## config.mk

```make
export PLATFORM = sky130hd
export DESIGN_NAME = setup_collect
export DESIGN_NICKNAME = d
export VERILOG_FILES = /design/src/fxp_pkg.sv /design/src/setup_pkg.sv /design/src/setup_collect.sv
export SDC_FILE = /design/constraint.sdc
export NUM_CORES = 1
export LEC_CHECK = 0
export BUFFER_PORTS_ARGS = -buffer_cell sky130_fd_sc_hd__buf_2
export CAP_MARGIN = 10
export CORE_AREA = 5 5 415 417
export DETAILED_ROUTE_END_ITERATION = 8
export DIE_AREA = 0 0 420 422
export PLACE_DENSITY = 0.3
export SLEW_MARGIN = 20
export SYNTH_ARGS = -nofsm -noshare
export SYNTH_HDL_FRONTEND = slang
export SYNTH_SLANG_ARGS = --single-unit
```

## constraint.sdc

```tcl
create_clock -name clk -period 17.45 [get_ports clk]
set_input_delay 0.8725 -clock clk [delete_from_list [all_inputs] [get_ports clk]]
set_output_delay 0.8725 -clock clk [all_outputs]
set_load 0.005 [all_outputs]
```

## src/fxp_pkg.sv

```systemverilog
`default_nettype none

// Signed 16.16 fixed point used by every stage of the setup pipeline
package fxp_pkg;

    localparam int DATA_WIDTH = 32;
    localparam int FRAC_BITS  = 16;

    // One scalar word
    typedef logic signed [DATA_WIDTH-1:0] fxp_t;

    // Holds the full product of two scalars
    typedef logic signed [2*DATA_WIDTH-1:0] fxp_wide_t;

    // Screen position, x in the upper word
    typedef struct packed {
        fxp_t x;
        fxp_t y;
    } point_t;

endpackage

`default_nettype wire

```

## src/setup_pkg.sv

```systemverilog
`default_nettype none

package setup_pkg;
    import fxp_pkg::*;

    localparam int N_EDGES = 3;

    // Screen size in whole pixels
    localparam int DEF_SCREEN_W = 640;
    localparam int DEF_SCREEN_H = 360;

    typedef struct packed {
        fxp_t x;
        fxp_t y;
        fxp_t z;
    } vertex_t;

    typedef struct packed {
        vertex_t v0;
        vertex_t v1;
        vertex_t v2;
    } triangle_t;

    // Empty box has valid low
    typedef struct packed {
        point_t tl;
        point_t br;
        logic   valid;
    } bbox_t;

    // Edge va to vb, evaluated at p
    typedef struct packed {
        point_t va;
        point_t vb;
        point_t p;
    } edge_job_t;

    typedef struct packed {
        fxp_t value;
        fxp_t dx;
        fxp_t dy;
    } edge_result_t;

    typedef struct packed {
        bbox_t                            bbox;
        edge_result_t [N_EDGES-1:0]       edges;
        fxp_t                             area;
        fxp_t                             z0;
        fxp_t                             z1;
        fxp_t                             z2;
    } setup_result_t;

endpackage

`default_nettype wire

```

## src/setup_collect.sv

```systemverilog
`default_nettype none

module setup_collect (
    input  logic                     clk,
    input  logic                     rstn,
    input  logic                     i_ready,

    input  logic                     i_valid,
    input  setup_pkg::bbox_t         i_bbox,
    input  fxp_pkg::fxp_t            i_z [3],
    input  setup_pkg::edge_result_t  i_edges [setup_pkg::N_EDGES],

    output logic                     o_advance,
    output logic                     o_dv,
    output logic                     o_culled,
    output setup_pkg::setup_result_t o_result
);
    import fxp_pkg::*;
    import setup_pkg::*;

    fxp_t          w_area;
    logic          w_culled;
    setup_result_t w_result;

    // Whole pipeline moves when the output slot is free or being drained
    assign o_advance = !o_dv || i_ready;

    always_comb begin
        // Edge values at one point add up to the doubled area
        w_area = fxp_t'(0);
        for (int e = 0; e < N_EDGES; e++) begin
            w_area = w_area + i_edges[e].value;
        end

        w_culled = (w_area <= 0) || !i_bbox.valid;

        w_result.bbox = i_bbox;
        for (int e = 0; e < N_EDGES; e++) begin
            w_result.edges[e] = i_edges[e];
        end
        w_result.area = w_area;
        w_result.z0   = i_z[0];
        w_result.z1   = i_z[1];
        w_result.z2   = i_z[2];
    end

    always_ff @(posedge clk) begin
        if (!rstn) begin
            o_dv     <= 1'b0;
            o_culled <= 1'b0;
        end else if (o_advance) begin
            o_dv     <= i_valid;
            o_culled <= i_valid && w_culled;
        end
    end

    always_ff @(posedge clk) begin
        if (o_advance) begin
            o_result <= w_result;
        end
    end

    // Stalled output must not move
    a_hold: assert property (@(posedge clk) disable iff (!rstn)
        o_dv && !i_ready |=> o_dv && $stable(o_result) && $stable(o_culled));

    a_reset_dv: assert property (@(posedge clk) !rstn |=> !o_dv);

endmodule

`default_nettype wire

```

==> qor.csv <==
stage;metric;value;unit
run_status;status;finished clean;
cts;CTS resizes;0;
sta;fin crit period;4.89;ns
yosys;cell area after synthesis;0.0190;mm2
yosys;Netlist cell types;51;
final_layout;final instance area;0.0295;mm2
power_and_ir_drop;Peak VDD IR;0.0655;mV
die;DIE AREA;0.177;mm2
yosys;async set-reset flop share out of synthesis;0;%
placement;I/O Buffers;1064;
final_layout;area grow syn2layout;55.5;%
final_layout;multi-input logic area;0.00248;mm2
yosys;top_reg_cell synth;edfxtp_1;
final_layout;nets;2587;
route;drt pass-1 iters;6;
global_routing;first-pass GRT wire length;125;mm
cts;maximum root-to-sink buffer count;3;
critical_path;RR Startpoint;o_dv;
yosys;cell accounting for the most synthesized area;edfxtp_1;
yosys;syn_nets;1443;
critical_path;CP required;18.04;ns
critical_path;crit-path cells;buf_2 > inv_1 > fa_1 > inv_1 > ha_1 > fa_1 > a21o_1 > a221oi_4 > xnor2_1 > or4_1 > or3_1 > nor4_1 > or4b_1 > nand4bb_1 > o31ai_2;
critical_path;worst setup path startpoint;i_edges[65];
critical_path;worst-case reg-to-reg path depth;10;
sta;FMAX;205;MHz
die;die height;422;um
final_layout;share of layout cells above drive strength 1;57.1;%
critical_path;buffers plus inverters on the worst setup path;3;
placement;# placed instances;4150;
route;drt total wl;96.8;mm
run;Max Cap Violations;0;
sta;RSZ-0062 raised after global routing;false;
global_routing;initial antenna violation count;46;
global_routing;GRT Total Usage;10.4;%
yosys;yosys warns;0;
cts;Post CTS Setup Buffer Count;0;
cts;Worst-path clk slew;0.06;ns
die;Core Area;0.168;mm2
cts;CTS Sinks;547;
die;die width;420;um
yosys;count leader, synth;edfxtp_1;
cts;CTS tree;done;
power_and_ir_drop;PwrDens;123;mW/mm2
yosys;synthesized area per cell;22.0;um2
sta;Fin Clk Skew;0.0222;ns
sta;setup tns final;0;ns
critical_path;critical path type;input port to flip-flop;
route;Post-DRT Antenna Nets;0;
worst_hold_path;Hold Crit Depth;1;
sta;final worst slack;12.56;ns
sta;fin crit share;28.0;%
worst_hold_path;hold worst-path end;o_result[166];
critical_path;Worst Path Max Fanout;5;
yosys;Post-Synthesis Cells;864;
yosys;Post-synth EDFFs;545;
critical_path;CP endpoint kind;flip-flop;
die;Initial Util;11.3;%
final_layout;fillers;18476;
sta;Slew Limit Headroom;32.0;%
placement;Placement Setup Slack;11.73;ns
die;num ports;1065;
yosys;Synth Register Bits;547;
critical_path;critical path's top delay family;simple AND/OR/NAND/NOR gates;
cts;CTS buffer count;74;
critical_path;Crit-path slowest cell;or4_1;
final_layout;Final Non-Filler Cells;4294;
critical_path;Reg2Reg Setup Slack;13.58;ns
yosys;synth cell count leaders;edfxtp_1, fa_1, ha_1;
critical_path;R2R Path End;o_culled;
sta;Hold WS;0.366;ns
cts;Skew-Pair Late Insertion Delay;0.67;ns
route;Routed WL per cell;22.6;um
critical_path;Critical Path Max Stage Delay;0.57;ns
cts;hold_buf cts;0;
yosys;post-synthesis sequential area ratio;86.5;%
worst_hold_path;worst hold path type;input port to flip-flop;
route;DR vias;13017;
die;# rows;151;
global_routing;largest net degree at the start of global routing;76;
global_routing;total gr overflow;0;
sta;Final Hold Fails;0;
route;Vias/cell;3.03;
cts;root buffer cell;clkbuf_16;
power_and_ir_drop;Lkg Pwr;12.1;nW
final_layout;sequential standard cell area;0.0164;mm2
yosys;largest cells by area after synthesis;edfxtp_1, fa_1, ha_1, xnor2_1, a21oi_1;
cts;number of H-tree levels;3;
yosys;Synth top area share;86.2;%
worst_hold_path;beginning of the worst hold path;i_edges[230];
sta;max-slew violation count;0;
global_routing;vias in the first global route;13562;
route;Residual DRC;0;
placement;routability cong.;0.781;
sta;worst-margin pin slew;1.02;ns
placement;post-DP HPWL;79.4;mm
critical_path;crit path DAT;5.48;ns
critical_path;CP Launch Type;input port;
placement;Post-DP Area;0.0271;mm2
sta;setup violators final;0;
route;initial drt markers;632;
## flip-flops by register name (all words and copies together), names as in the netlist
register	cells
o_dv	1
o_result	545
o_culled	1
## cell usage in the layout (no fill, tap or decap), types with 4 or more instances in the layout
master and count:
buf_2 1064, edfxtp_1 545, clkbuf_16 75, fa_1 32, ha_1 30, nand2_1 28, a21oi_1 25, nor2_1 21
clkbuf_1 19, inv_1 17, xnor2_1 17, o21ai_0 14, clkinv_1 14, diode_2 12, a211oi_1 11, a21o_1 11
nand3_1 9, nor4_1 9, xor2_1 9, buf_4 9, and3_1 8, clkinv_2 7, nand4_1 6, nor3_1 6
or3_1 5, bufinv_16 5, inv_6 5, o211ai_1 4, o21a_1 4, o31ai_1 4, a31oi_1 4
## per-layer routing
metal	track usage, %	vias up	routed length [um]
met2	21.0	597	55200
met1	9.92	6487	32500
met4	2.76	6	2260
li1	-	5774	-
met3	3.48	153	6870
met5	0	-	41
## report_power, final
| group | total (W) | internal [W] | switching [W] |
|---|---|---|---|
| registers | 0.00162 | 0.00159 | 0.0000356 |
| clock network | 0.00150 | 0.000871 | 0.000628 |
| logic | 0.000515 | 0.000196 | 0.000319 |
## worst max-delay path by stage
stage,end,cells after the start
after global placement,o_culled,15
final,o_culled,15
after floorplan,o_result[0],2
after detailed placement,o_culled,15
after CTS,o_culled,15
after global routing,o_culled,15
## logic make-up after synthesis
group,Yosys count,synth area share (%)
buf+inv,23,0.455
fa+ha+maj,62,5.35
xor+xnor,26,1.20
compound gates,99,3.65
flops,547,86.5
simple gates,107,2.89
## per-stage QoR
step                utilization [%]  power [W]
global placement               16.1    0.00220
CTS                            17.5    0.00375
detailed placement             16.1    0.00219
finish                         17.5    0.00364
global route                   17.5    0.00383
floorplan                         -    0.00185
## cell type report
type                    instances  share of cell area (%)
multi-input cells             294                    8.42
inverters                      18                   0.254
repair buffers               1073                    18.3
clock inverters                38                    1.37
clock buffers                  94                    6.60
well taps                    2218                    9.40
diodes                         12                   0.102
flip-flops and latches        547                    55.6
No activity file was read; power rests on OpenSTA's default activity.
