<file path="src/fxp_pkg.sv">
`default_nettype none

// Signed 16.16 fixed point used by every stage of the setup pipeline
package fxp_pkg;

    localparam int DATA_WIDTH = 32;
    localparam int FRAC_BITS  = 16;

    // One scalar word
    typedef logic signed [DATA_WIDTH-1:0] fxp_t;

    // Holds the full product of two scalars
    typedef logic signed [2*DATA_WIDTH-1:0] fxp_wide_t;

    // Screen position, x in the upper word
    typedef struct packed {
        fxp_t x;
        fxp_t y;
    } point_t;

endpackage

`default_nettype wire

</file>
<file path="src/setup_pkg.sv">
`default_nettype none

package setup_pkg;
    import fxp_pkg::*;

    localparam int N_EDGES = 3;

    // Screen size in whole pixels
    localparam int DEF_SCREEN_W = 640;
    localparam int DEF_SCREEN_H = 360;

    typedef struct packed {
        fxp_t x;
        fxp_t y;
        fxp_t z;
    } vertex_t;

    typedef struct packed {
        vertex_t v0;
        vertex_t v1;
        vertex_t v2;
    } triangle_t;

    // Empty box has valid low
    typedef struct packed {
        point_t tl;
        point_t br;
        logic   valid;
    } bbox_t;

    // Edge va to vb, evaluated at p
    typedef struct packed {
        point_t va;
        point_t vb;
        point_t p;
    } edge_job_t;

    typedef struct packed {
        fxp_t value;
        fxp_t dx;
        fxp_t dy;
    } edge_result_t;

    typedef struct packed {
        bbox_t                            bbox;
        edge_result_t [N_EDGES-1:0]       edges;
        fxp_t                             area;
        fxp_t                             z0;
        fxp_t                             z1;
        fxp_t                             z2;
    } setup_result_t;

endpackage

`default_nettype wire

</file>
<file path="src/tri_capture.sv">
`default_nettype none

module tri_capture #(
    parameter int SCREEN_W = setup_pkg::DEF_SCREEN_W,
    parameter int SCREEN_H = setup_pkg::DEF_SCREEN_H
) (
    input  logic                  clk,
    input  logic                  rstn,
    input  logic                  i_advance,
    input  logic                  i_dv,
    input  setup_pkg::triangle_t  i_tri,

    output logic                  o_valid,
    output setup_pkg::bbox_t      o_bbox,
    output fxp_pkg::fxp_t         o_z [3],
    output setup_pkg::edge_job_t  o_jobs [setup_pkg::N_EDGES],

    output logic                  o_side_valid,
    output setup_pkg::bbox_t      o_side_bbox,
    output fxp_pkg::fxp_t         o_side_z [3]
);
    import fxp_pkg::*;
    import setup_pkg::*;

    localparam fxp_t SCREEN_W_FP = fxp_t'(SCREEN_W) << FRAC_BITS;
    localparam fxp_t SCREEN_H_FP = fxp_t'(SCREEN_H) << FRAC_BITS;

    function automatic fxp_t min3(input fxp_t a, input fxp_t b, input fxp_t c);
        fxp_t m;
        m = (a < b) ? a : b;
        return (m < c) ? m : c;
    endfunction

    function automatic fxp_t max3(input fxp_t a, input fxp_t b, input fxp_t c);
        fxp_t m;
        m = (a > b) ? a : b;
        return (m > c) ? m : c;
    endfunction

    function automatic point_t to_point(input vertex_t v);
        point_t p;
        p.x = v.x;
        p.y = v.y;
        return p;
    endfunction

    vertex_t   w_verts [3];
    point_t    w_min;
    point_t    w_max;
    bbox_t     w_bbox;
    edge_job_t w_jobs [N_EDGES];

    always_comb begin
        w_verts = '{i_tri.v0, i_tri.v1, i_tri.v2};

        w_min.x = min3(i_tri.v0.x, i_tri.v1.x, i_tri.v2.x);
        w_min.y = min3(i_tri.v0.y, i_tri.v1.y, i_tri.v2.y);
        w_max.x = max3(i_tri.v0.x, i_tri.v1.x, i_tri.v2.x);
        w_max.y = max3(i_tri.v0.y, i_tri.v1.y, i_tri.v2.y);

        // Clamp to the screen
        w_bbox.tl.x  = (w_min.x < 0) ? fxp_t'(0) : w_min.x;
        w_bbox.tl.y  = (w_min.y < 0) ? fxp_t'(0) : w_min.y;
        w_bbox.br.x  = (w_max.x > SCREEN_W_FP) ? SCREEN_W_FP : w_max.x;
        w_bbox.br.y  = (w_max.y > SCREEN_H_FP) ? SCREEN_H_FP : w_max.y;
        w_bbox.valid = (w_bbox.tl.x < w_bbox.br.x) && (w_bbox.tl.y < w_bbox.br.y);

        // Edges v0->v1, v1->v2, v2->v0, all sampled at the box corner
        for (int e = 0; e < N_EDGES; e++) begin
            w_jobs[e].va = to_point(w_verts[e]);
            w_jobs[e].vb = to_point(w_verts[(e + 1) % 3]);
            w_jobs[e].p  = w_bbox.tl;
        end
    end

    always_ff @(posedge clk) begin
        if (!rstn) begin
            o_valid      <= 1'b0;
            o_side_valid <= 1'b0;
        end else if (i_advance) begin
            o_valid      <= i_dv;
            o_side_valid <= o_valid;
        end
    end

    always_ff @(posedge clk) begin
        if (i_advance) begin
            o_bbox      <= w_bbox;
            o_z         <= '{i_tri.v0.z, i_tri.v1.z, i_tri.v2.z};
            o_jobs      <= w_jobs;
            // Second copy lines up with the edge unit outputs
            o_side_bbox <= o_bbox;
            o_side_z    <= o_z;
        end
    end

    a_bbox_order: assert property (@(posedge clk) disable iff (!rstn)
        o_valid && o_bbox.valid |->
            (o_bbox.tl.x <= o_bbox.br.x) && (o_bbox.tl.y <= o_bbox.br.y));

endmodule

`default_nettype wire

</file>
<file path="config.mk">
export PLATFORM = sky130hd
export DESIGN_NAME = tri_capture
export DESIGN_NICKNAME = d
export VERILOG_FILES = /design/src/fxp_pkg.sv /design/src/setup_pkg.sv /design/src/tri_capture.sv
export SDC_FILE = /design/constraint.sdc
export NUM_CORES = 1
export LEC_CHECK = 0
export ABC_AREA = 1
export BUFFER_PORTS_ARGS = -buffer_cell sky130_fd_sc_hd__buf_2
export CAP_MARGIN = 20
export CORE_AREA = 5 5 511 513
export DETAILED_ROUTE_END_ITERATION = 8
export DIE_AREA = 0 0 516 518
export PLACE_DENSITY = 0.3
export SYNTH_ARGS = -nofsm -noshare
export SYNTH_HDL_FRONTEND = slang
export SYNTH_SLANG_ARGS = --single-unit
</file>
<file path="constraint.sdc">
create_clock -name clk -period 7.1 [get_ports clk]
set_input_delay 1.065 -clock clk [delete_from_list [all_inputs] [get_ports clk]]
set_output_delay 1.065 -clock clk [all_outputs]
set_load 0.02 [all_outputs]
</file>
==> results of run 1 <==
[cells by family (layout without fill, tap and decap cells)]
| group | after synthesis | in the layout | synth area share |
|---|---|---|---|
| AO/OA/AOI/OAI | 420 | 420 | 0.0769 |
| adder cells (fa/ha/maj) | 250 | 250 | 0.0975 |
| buffers and inverters | 734 | 2403 | 0.133 |
| flip-flops | 640 | 640 | 0.599 |
| other | 1 | 29 | 0.000117 |
| AND/OR/NAND/NOR | 735 | 735 | 0.0933 |
[sequential cells by signal (all words and copies together), names as in the netlist]
signal,flops
o_jobs,254
o_side_bbox,127
o_side_z,96
o_z,96
o_bbox,65
o_side_valid,1
o_valid,1
[cells in the final DEF, fill, tap and decap left out, drive strengths merged, types with 3 or more instances in the layout]
master and count:
a211oi 70, a21oi 137, buf 1941, bufinv 7, clkbuf 104, clkinv 52
clkinvlp 8, conb 10, diode 19, edfxtp 638, ha 250, inv 291
nand2 446, nand3 48, nand3b 3, nand4 22, nor2 195, nor3 11
nor4 5, o211ai 4, o21a 13, o21ai 177, o21bai 4, o221a 3
o221ai 3
[area by class of cell]
class / count / area share
flip-flops and latches: 640 / 0.390
repair buffers: 1949 / 0.241
multi-input cells: 1415 / 0.200
well taps: 3384 / 0.0859
clock buffers: 96 / 0.0453
inverters: 288 / 0.0229
clock inverters: 67 / 0.0141
diodes: 19 / 0.000965
repair inverters: 3 / 0.000533
[power by group through the flow]
stage | sequential [mW] | combinational (mW) | clock (mW)
2_1_floorplan | 5.67 | 2.44 | 0
3_3_place_gp | 5.49 | 5.78 | 0
3_5_place_dp | 5.49 | 5.76 | 0
4_1_cts | 5.42 | 5.80 | 4.73
5_1_grt | 5.44 | 6.69 | 4.87
6_report | 5.37 | 6.15 | 4.51
[metrics by stage]
| stage | worst slack, ps | power, mW | util | area (um2) |
|---|---|---|---|---|
| after floorplan | 562 | 8.11 | - | 32100 |
| after global placement | -1230 | 11.3 | 0.174 | 44600 |
| after detailed placement | -1120 | 11.2 | 0.174 | 44600 |
| after CTS | 12.5 | 16.0 | 0.186 | 47600 |
| after global routing | -158 | 17.0 | 0.193 | 49200 |
| final | 159 | 16.0 | 0.193 | 49300 |
[metal layers]
metal,wire length (um),global-route usage
met4,3830,0.0317
met2,77900,0.194
met5,113,0
met1,89800,0.188
met3,11900,0.0273
[repair_timing]
action                                 CTS  global route
endpoints found under the hold margin    0             0
gates cloned                             0             9
setup endpoints to repair                1             1
resized for setup                       32           321
setup buffers                            0            16
pin swaps                                3            82
[worst paths after layout]
kind	slack, ps	start	to	cells after the start
worst max register to register	5880	o_jobs[7]	o_side_bbox[72]	0
worst max-delay path	160	i_tri[236]	o_bbox[0]	49
worst min-delay path	430	o_z[5]	o_side_z[5]	0
worst min register to register	430	o_z[5]	o_side_z[5]	0
==> impl_metrics.tcl, run 1 <==
set metrics [dict create \
    io_buffers 1309 \
    clock_latency_ps 720 \
    critPathLaunchType "primary input" \
    first_pass_iters 6 \
    ant_nets 0 \
    required_ps 7650 \
    area_delta_synth_final_pct 53.7 \
    hold_viol 0 \
    ys.warnings.count 0 \
    worst-path-buf-inv 11 \
    hold_slack_ps 427 \
    endpoint_kind "register" \
    worstMarginPinSlew_ps 1010 \
    cpLargestDelayFamily "simple AND/OR/NAND/NOR gates" \
    synth_seq_cells 640 \
    fin_skew_ps 46.6 \
    pwr_density_cell_nw_per_um2 325 \
    first_global_vias 26100 \
    clk_pin_slew_worst_paths_ps 50 \
    max_stage_delay_ps 410 \
    route.detailed.drc 0 \
    intPower_mw 9.80 \
    ctsHoldBuffers 0 \
    timing.final.crit_share 0.978 \
    core_area_um2 256000 \
    worstPathMaxFanout 8 \
    wl_um 184000 \
    synthDistinctLibCells 48 \
    grt.overflow.total 0 \
    gp_congestion 0.826 \
    p_clk_frac 0.281 \
    dieWidth_um 516 \
    synth_seq_area_share 0.599 \
    hold_class "register to register" \
    drt-initial-drc-count 1492 \
    synth_top_area_cell "edfxtp_1" \
    antenna_found_initial 71 \
    p_leak_nw 22.0 \
    path_class "primary input to register" \
    cpMostUsedCell "nand2_2" \
    grt_pass1_wl_um 237000 \
    power.share.sequential 0.335 \
    place_inst 7654 \
    cap_violations 0 \
    cts_buffers 88 \
    setup_tns_ps 0 \
    status "complete, no violations" \
    synthCells 2780 \
    io_pins 1320 \
    relSlewSlack 0.330 \
    cts_tree "done" \
    setup_violations 0 \
    multi_input_area_um2 9840 \
    fin_nets 4927 \
    swShare 0.388 \
    clock-sinks 640 \
    ir_drop_uv 166 \
    rows 186 \
    maxSlewViolCount 0 \
    wl_per_cell_um 23.4 \
    syn_avg_cell_area_um2 11.5 \
    start_util 0.125 \
    cts_buffer_depth 3 \
    fin_cells 7861 \
    power.switching_mw 6.22 \
    synthesis.area_um2 32100 \
    fillerInstances 28400 \
    synth_edf_count 638 \
    grtUsageTotal 0.129 \
    fin_crit_ps 6940 \
    synthFlopType "edfxtp_1" \
    arrival_ps 7490 \
    fmax_ghz 0.144 \
    comb_power_share 0.383 \
    yosysMostFrequentCell "edfxtp_1" \
    dieArea_um2 267000 \
    num_vias 26600 \
    cts_root_buf "clkbuf_16" \
    die_h_um 518 \
    slowest_stage "a221o_1" \
    grt_max_degree 159 \
    synthTopCellsByCount "638 x edfxtp_1, 439 x nand2_1, 389 x buf_4" \
    yosysTopAreaCellShare 0.597 \
    synthArstFlopShare 0 \
    synth.top_cells.by_area "edfxtp_1 60%, ha_1 9.8%, buf_4 9.1%" \
    vias_per_cell 3.38 \
    drive_above_1_share 0.525 \
    grt_setup_unrepaired "true" \
    htreeDepth 3 \
    dp_hpwl_um 155000 \
    regArea_um2 19200 \
]
No activity file was read; power rests on OpenSTA's default activity.
==> run 2: changes to the inputs <==
- ABC_AREA: 1 -> not set
- CORE_AREA: 5 5 511 513 -> 5 5 515 517
- CTS_CLUSTER_DIAMETER: not set -> 50
- DIE_AREA: 0 0 516 518 -> 0 0 520 522
==> impl_metrics.tcl, run 2 <==
set metrics [dict create \
    synth_seq_cells 640 \
    synthDistinctLibCells 73 \
    hold_viol 0 \
    synth.top_cells.by_area "edfxtp_1 59%, ha_1 9.6%, buf_4 9.0%" \
    drive_above_1_share 0.551 \
    gp_congestion 0.864 \
    dieWidth_um 520 \
    pre_cts_ws_ps -2800 \
    synth_top_area_cell "edfxtp_1" \
    htreeDepth 3 \
    synthCells 2605 \
    ir_drop_uv 191 \
    yosysTopAreaCellShare 0.588 \
    synthArstFlopShare 0 \
    grt_setup_unrepaired "true" \
    reg2reg_from "o_jobs[62]" \
    crit_start "i_tri[177]" \
    vias_per_cell 3.50 \
    maxSlewViolCount 0 \
    hold_start "o_z[91]" \
    ys.warnings.count 0 \
    dp_hpwl_um 169000 \
    wl_um 200000 \
    synth_top_family_by_area "buffers and inverters" \
    p_leak_nw 22.5 \
    fin_nets 4821 \
    fmax_ghz 0.123 \
    final_core_util 0.195 \
    synthAdderAreaFrac 0.0960 \
    setup_tns_ps -1010 \
    endpoint_kind "register" \
    fin_cells 7814 \
    path_class "primary input to register" \
    cap_violations 0 \
    slowest_stage "a221o_1" \
    place_inst 7554 \
    cts_tree "done" \
    p_total_mw 16.1 \
    antenna_found_initial 64 \
    setup_violations 1 \
    area_delta_synth_final_pct 55.9 \
    clk_pin_slew_worst_paths_ps 60 \
    reg_top3 "o_jobs (254), o_side_bbox (127)" \
    design_area_um2 50800 \
    synthesis.area_um2 32600 \
    critPathLaunchType "primary input" \
    io_pins 1320 \
    clock_latency_ps 730 \
    wl_per_cell_um 25.6 \
    synth-simple-area-share 0.0833 \
    violations "negative setup slack" \
    clock-sinks 640 \
    pwr_density_cell_nw_per_um2 317 \
    drt-initial-drc-count 1213 \
    grtUsageTotal 0.140 \
    place_area_um2 45800 \
    timing.final.crit_share 1.14 \
    ant_nets 0 \
    grt_max_degree 134 \
    largest_reg_flops 254 \
    arrival_ps 8680 \
    grt_pass1_wl_um 259000 \
    first_global_vias 28700 \
    final_cell_mix "1293 x buf_2, 647 x buf_4, 638 x edfxtp_1" \
    num_vias 27300 \
    syn_avg_cell_area_um2 12.5 \
    setup_ws_ps -1010 \
    hold_class "register to register" \
    first_pass_iters 5 \
    dieArea_um2 271000 \
    worstPathMaxFanout 7 \
    worstMarginPinSlew_ps 922 \
    relSlewSlack 0.385 \
    rrSetupSlack_ps 6080 \
    status "complete, but fails checks" \
    synthFlopType "edfxtp_1" \
    yosysMostFrequentCell "edfxtp_1" \
    cpMostUsedCell "a21o_1" \
    die_h_um 522 \
    layout_commonest_cell "buf_2" \
    ctsHoldBuffers 0 \
    synth-compound-area-share 0.0819 \
    rr_endpoint "o_side_bbox[127]" \
    hold_slack_ps 433 \
    largest_register "o_jobs" \
    route.detailed.drc 0 \
    io_buffers 1309 \
    synth-xor-area-share 0 \
    start_util 0.125 \
    worstRegToRegCells 0 \
    muxShareOfSynthArea 0.0276 \
    cts_buffers 120 \
    fin_crit_ps 8110 \
    max_stage_delay_ps 370 \
    synthTopCellsByCount "638 x edfxtp_1, 390 x buf_4, 250 x ha_1" \
    cts_root_buf "clkbuf_16" \
    fin_skew_ps 36.6 \
    grt.overflow.total 0 \
    cts_buffer_depth 3 \
    core_area_um2 261000 \
    crit_path_end "o_bbox[0]" \
    required_ps 7670 \
    rows 188 \
    synth_edf_count 638 \
    synth_seq_area_share 0.589 \
]
==> run 2: cell count changes in the layout (fill, tap and decap cells not counted), sizes merged, moves of 29 or more <==
cell	change
a21o	+46
inv	-52
nor2	-42
nand3	-29
mux2i	+40
nor4	+32
or2	+56
mux2	+44
buf	+40
a211oi	-32
clkbuf	+33
o21ai	-51
nand2	-309
nand4	+35
==> run 2: layout make-up <==
cell class | count | area, um2
Fill cell | 28600 | 210000
Inverter | 224 | 870
Timing Repair Buffer | 1984 | 12100
Multi-Input combinational cell | 1309 | 10300
Antenna cell | 13 | 32.5
Sequential cell | 640 | 19200
Tap cell | 3420 | 4280
Clock buffer | 134 | 3100
Clock inverter | 90 | 995
==> run 2: critical path: cells and delay by family <==
| family | cells | cell delay (ps) |
|---|---|---|
| AO/OA/AOI/OAI | 21 | 4460 |
| multiplexers | 2 | 630 |
| AND/OR/NAND/NOR | 4 | 550 |
| adder cells (fa/ha/maj) | 3 | 670 |
| buffers and inverters | 9 | 1260 |
==> run 2: worst min-delay path by stage <==
| stage | slack (ps) | endpoint | cells past startpoint |
|---|---|---|---|
| finish | 430 | o_side_z[91] | 0 |
| detailed placement | 430 | o_side_z[26] | 0 |
| global placement | 430 | o_side_z[63] | 0 |
| global route | 410 | o_z[87] | 1 |
| floorplan | 590 | o_side_bbox[0] | 0 |
| CTS | 380 | o_z[59] | 1 |
==> run 2: cells by family (layout without fill, tap and decap cells) <==
kind of cell / count (synthesis) / in the layout
AO/OA/AOI/OAI: 422 / 422
adder cells (fa/ha/maj): 250 / 250
buffers and inverters: 665 / 2432
flip-flops: 640 / 640
multiplexers: 84 / 84
other: 1 / 23
AND/OR/NAND/NOR: 543 / 543
==> run 2: timing repair <==
item | CTS | global route
resized for setup | 75 | 74
gates cloned | 1 | 1
pin swaps | 28 | 48
hold endpoints to repair | 0 | 0
setup buffers | 11 | 11
endpoints found under the setup margin | 1 | 1
==> run 2: layer usage <==
metal  routed length [um]  GRT usage  up-vias
li1                     -          -    12500
met1                71700      0.144    13400
met2               110000      0.278     1161
met3                11600     0.0322      277
met4                 6060     0.0398       30
met5                  184          0        -
==> run 2: power by group <==
group	switching, mW	internal (mW)	total (mW)
clock network	2.19	3.64	5.83
registers	0.435	4.72	5.15
logic	3.11	2.00	5.11
total	5.73	10.4	16.1
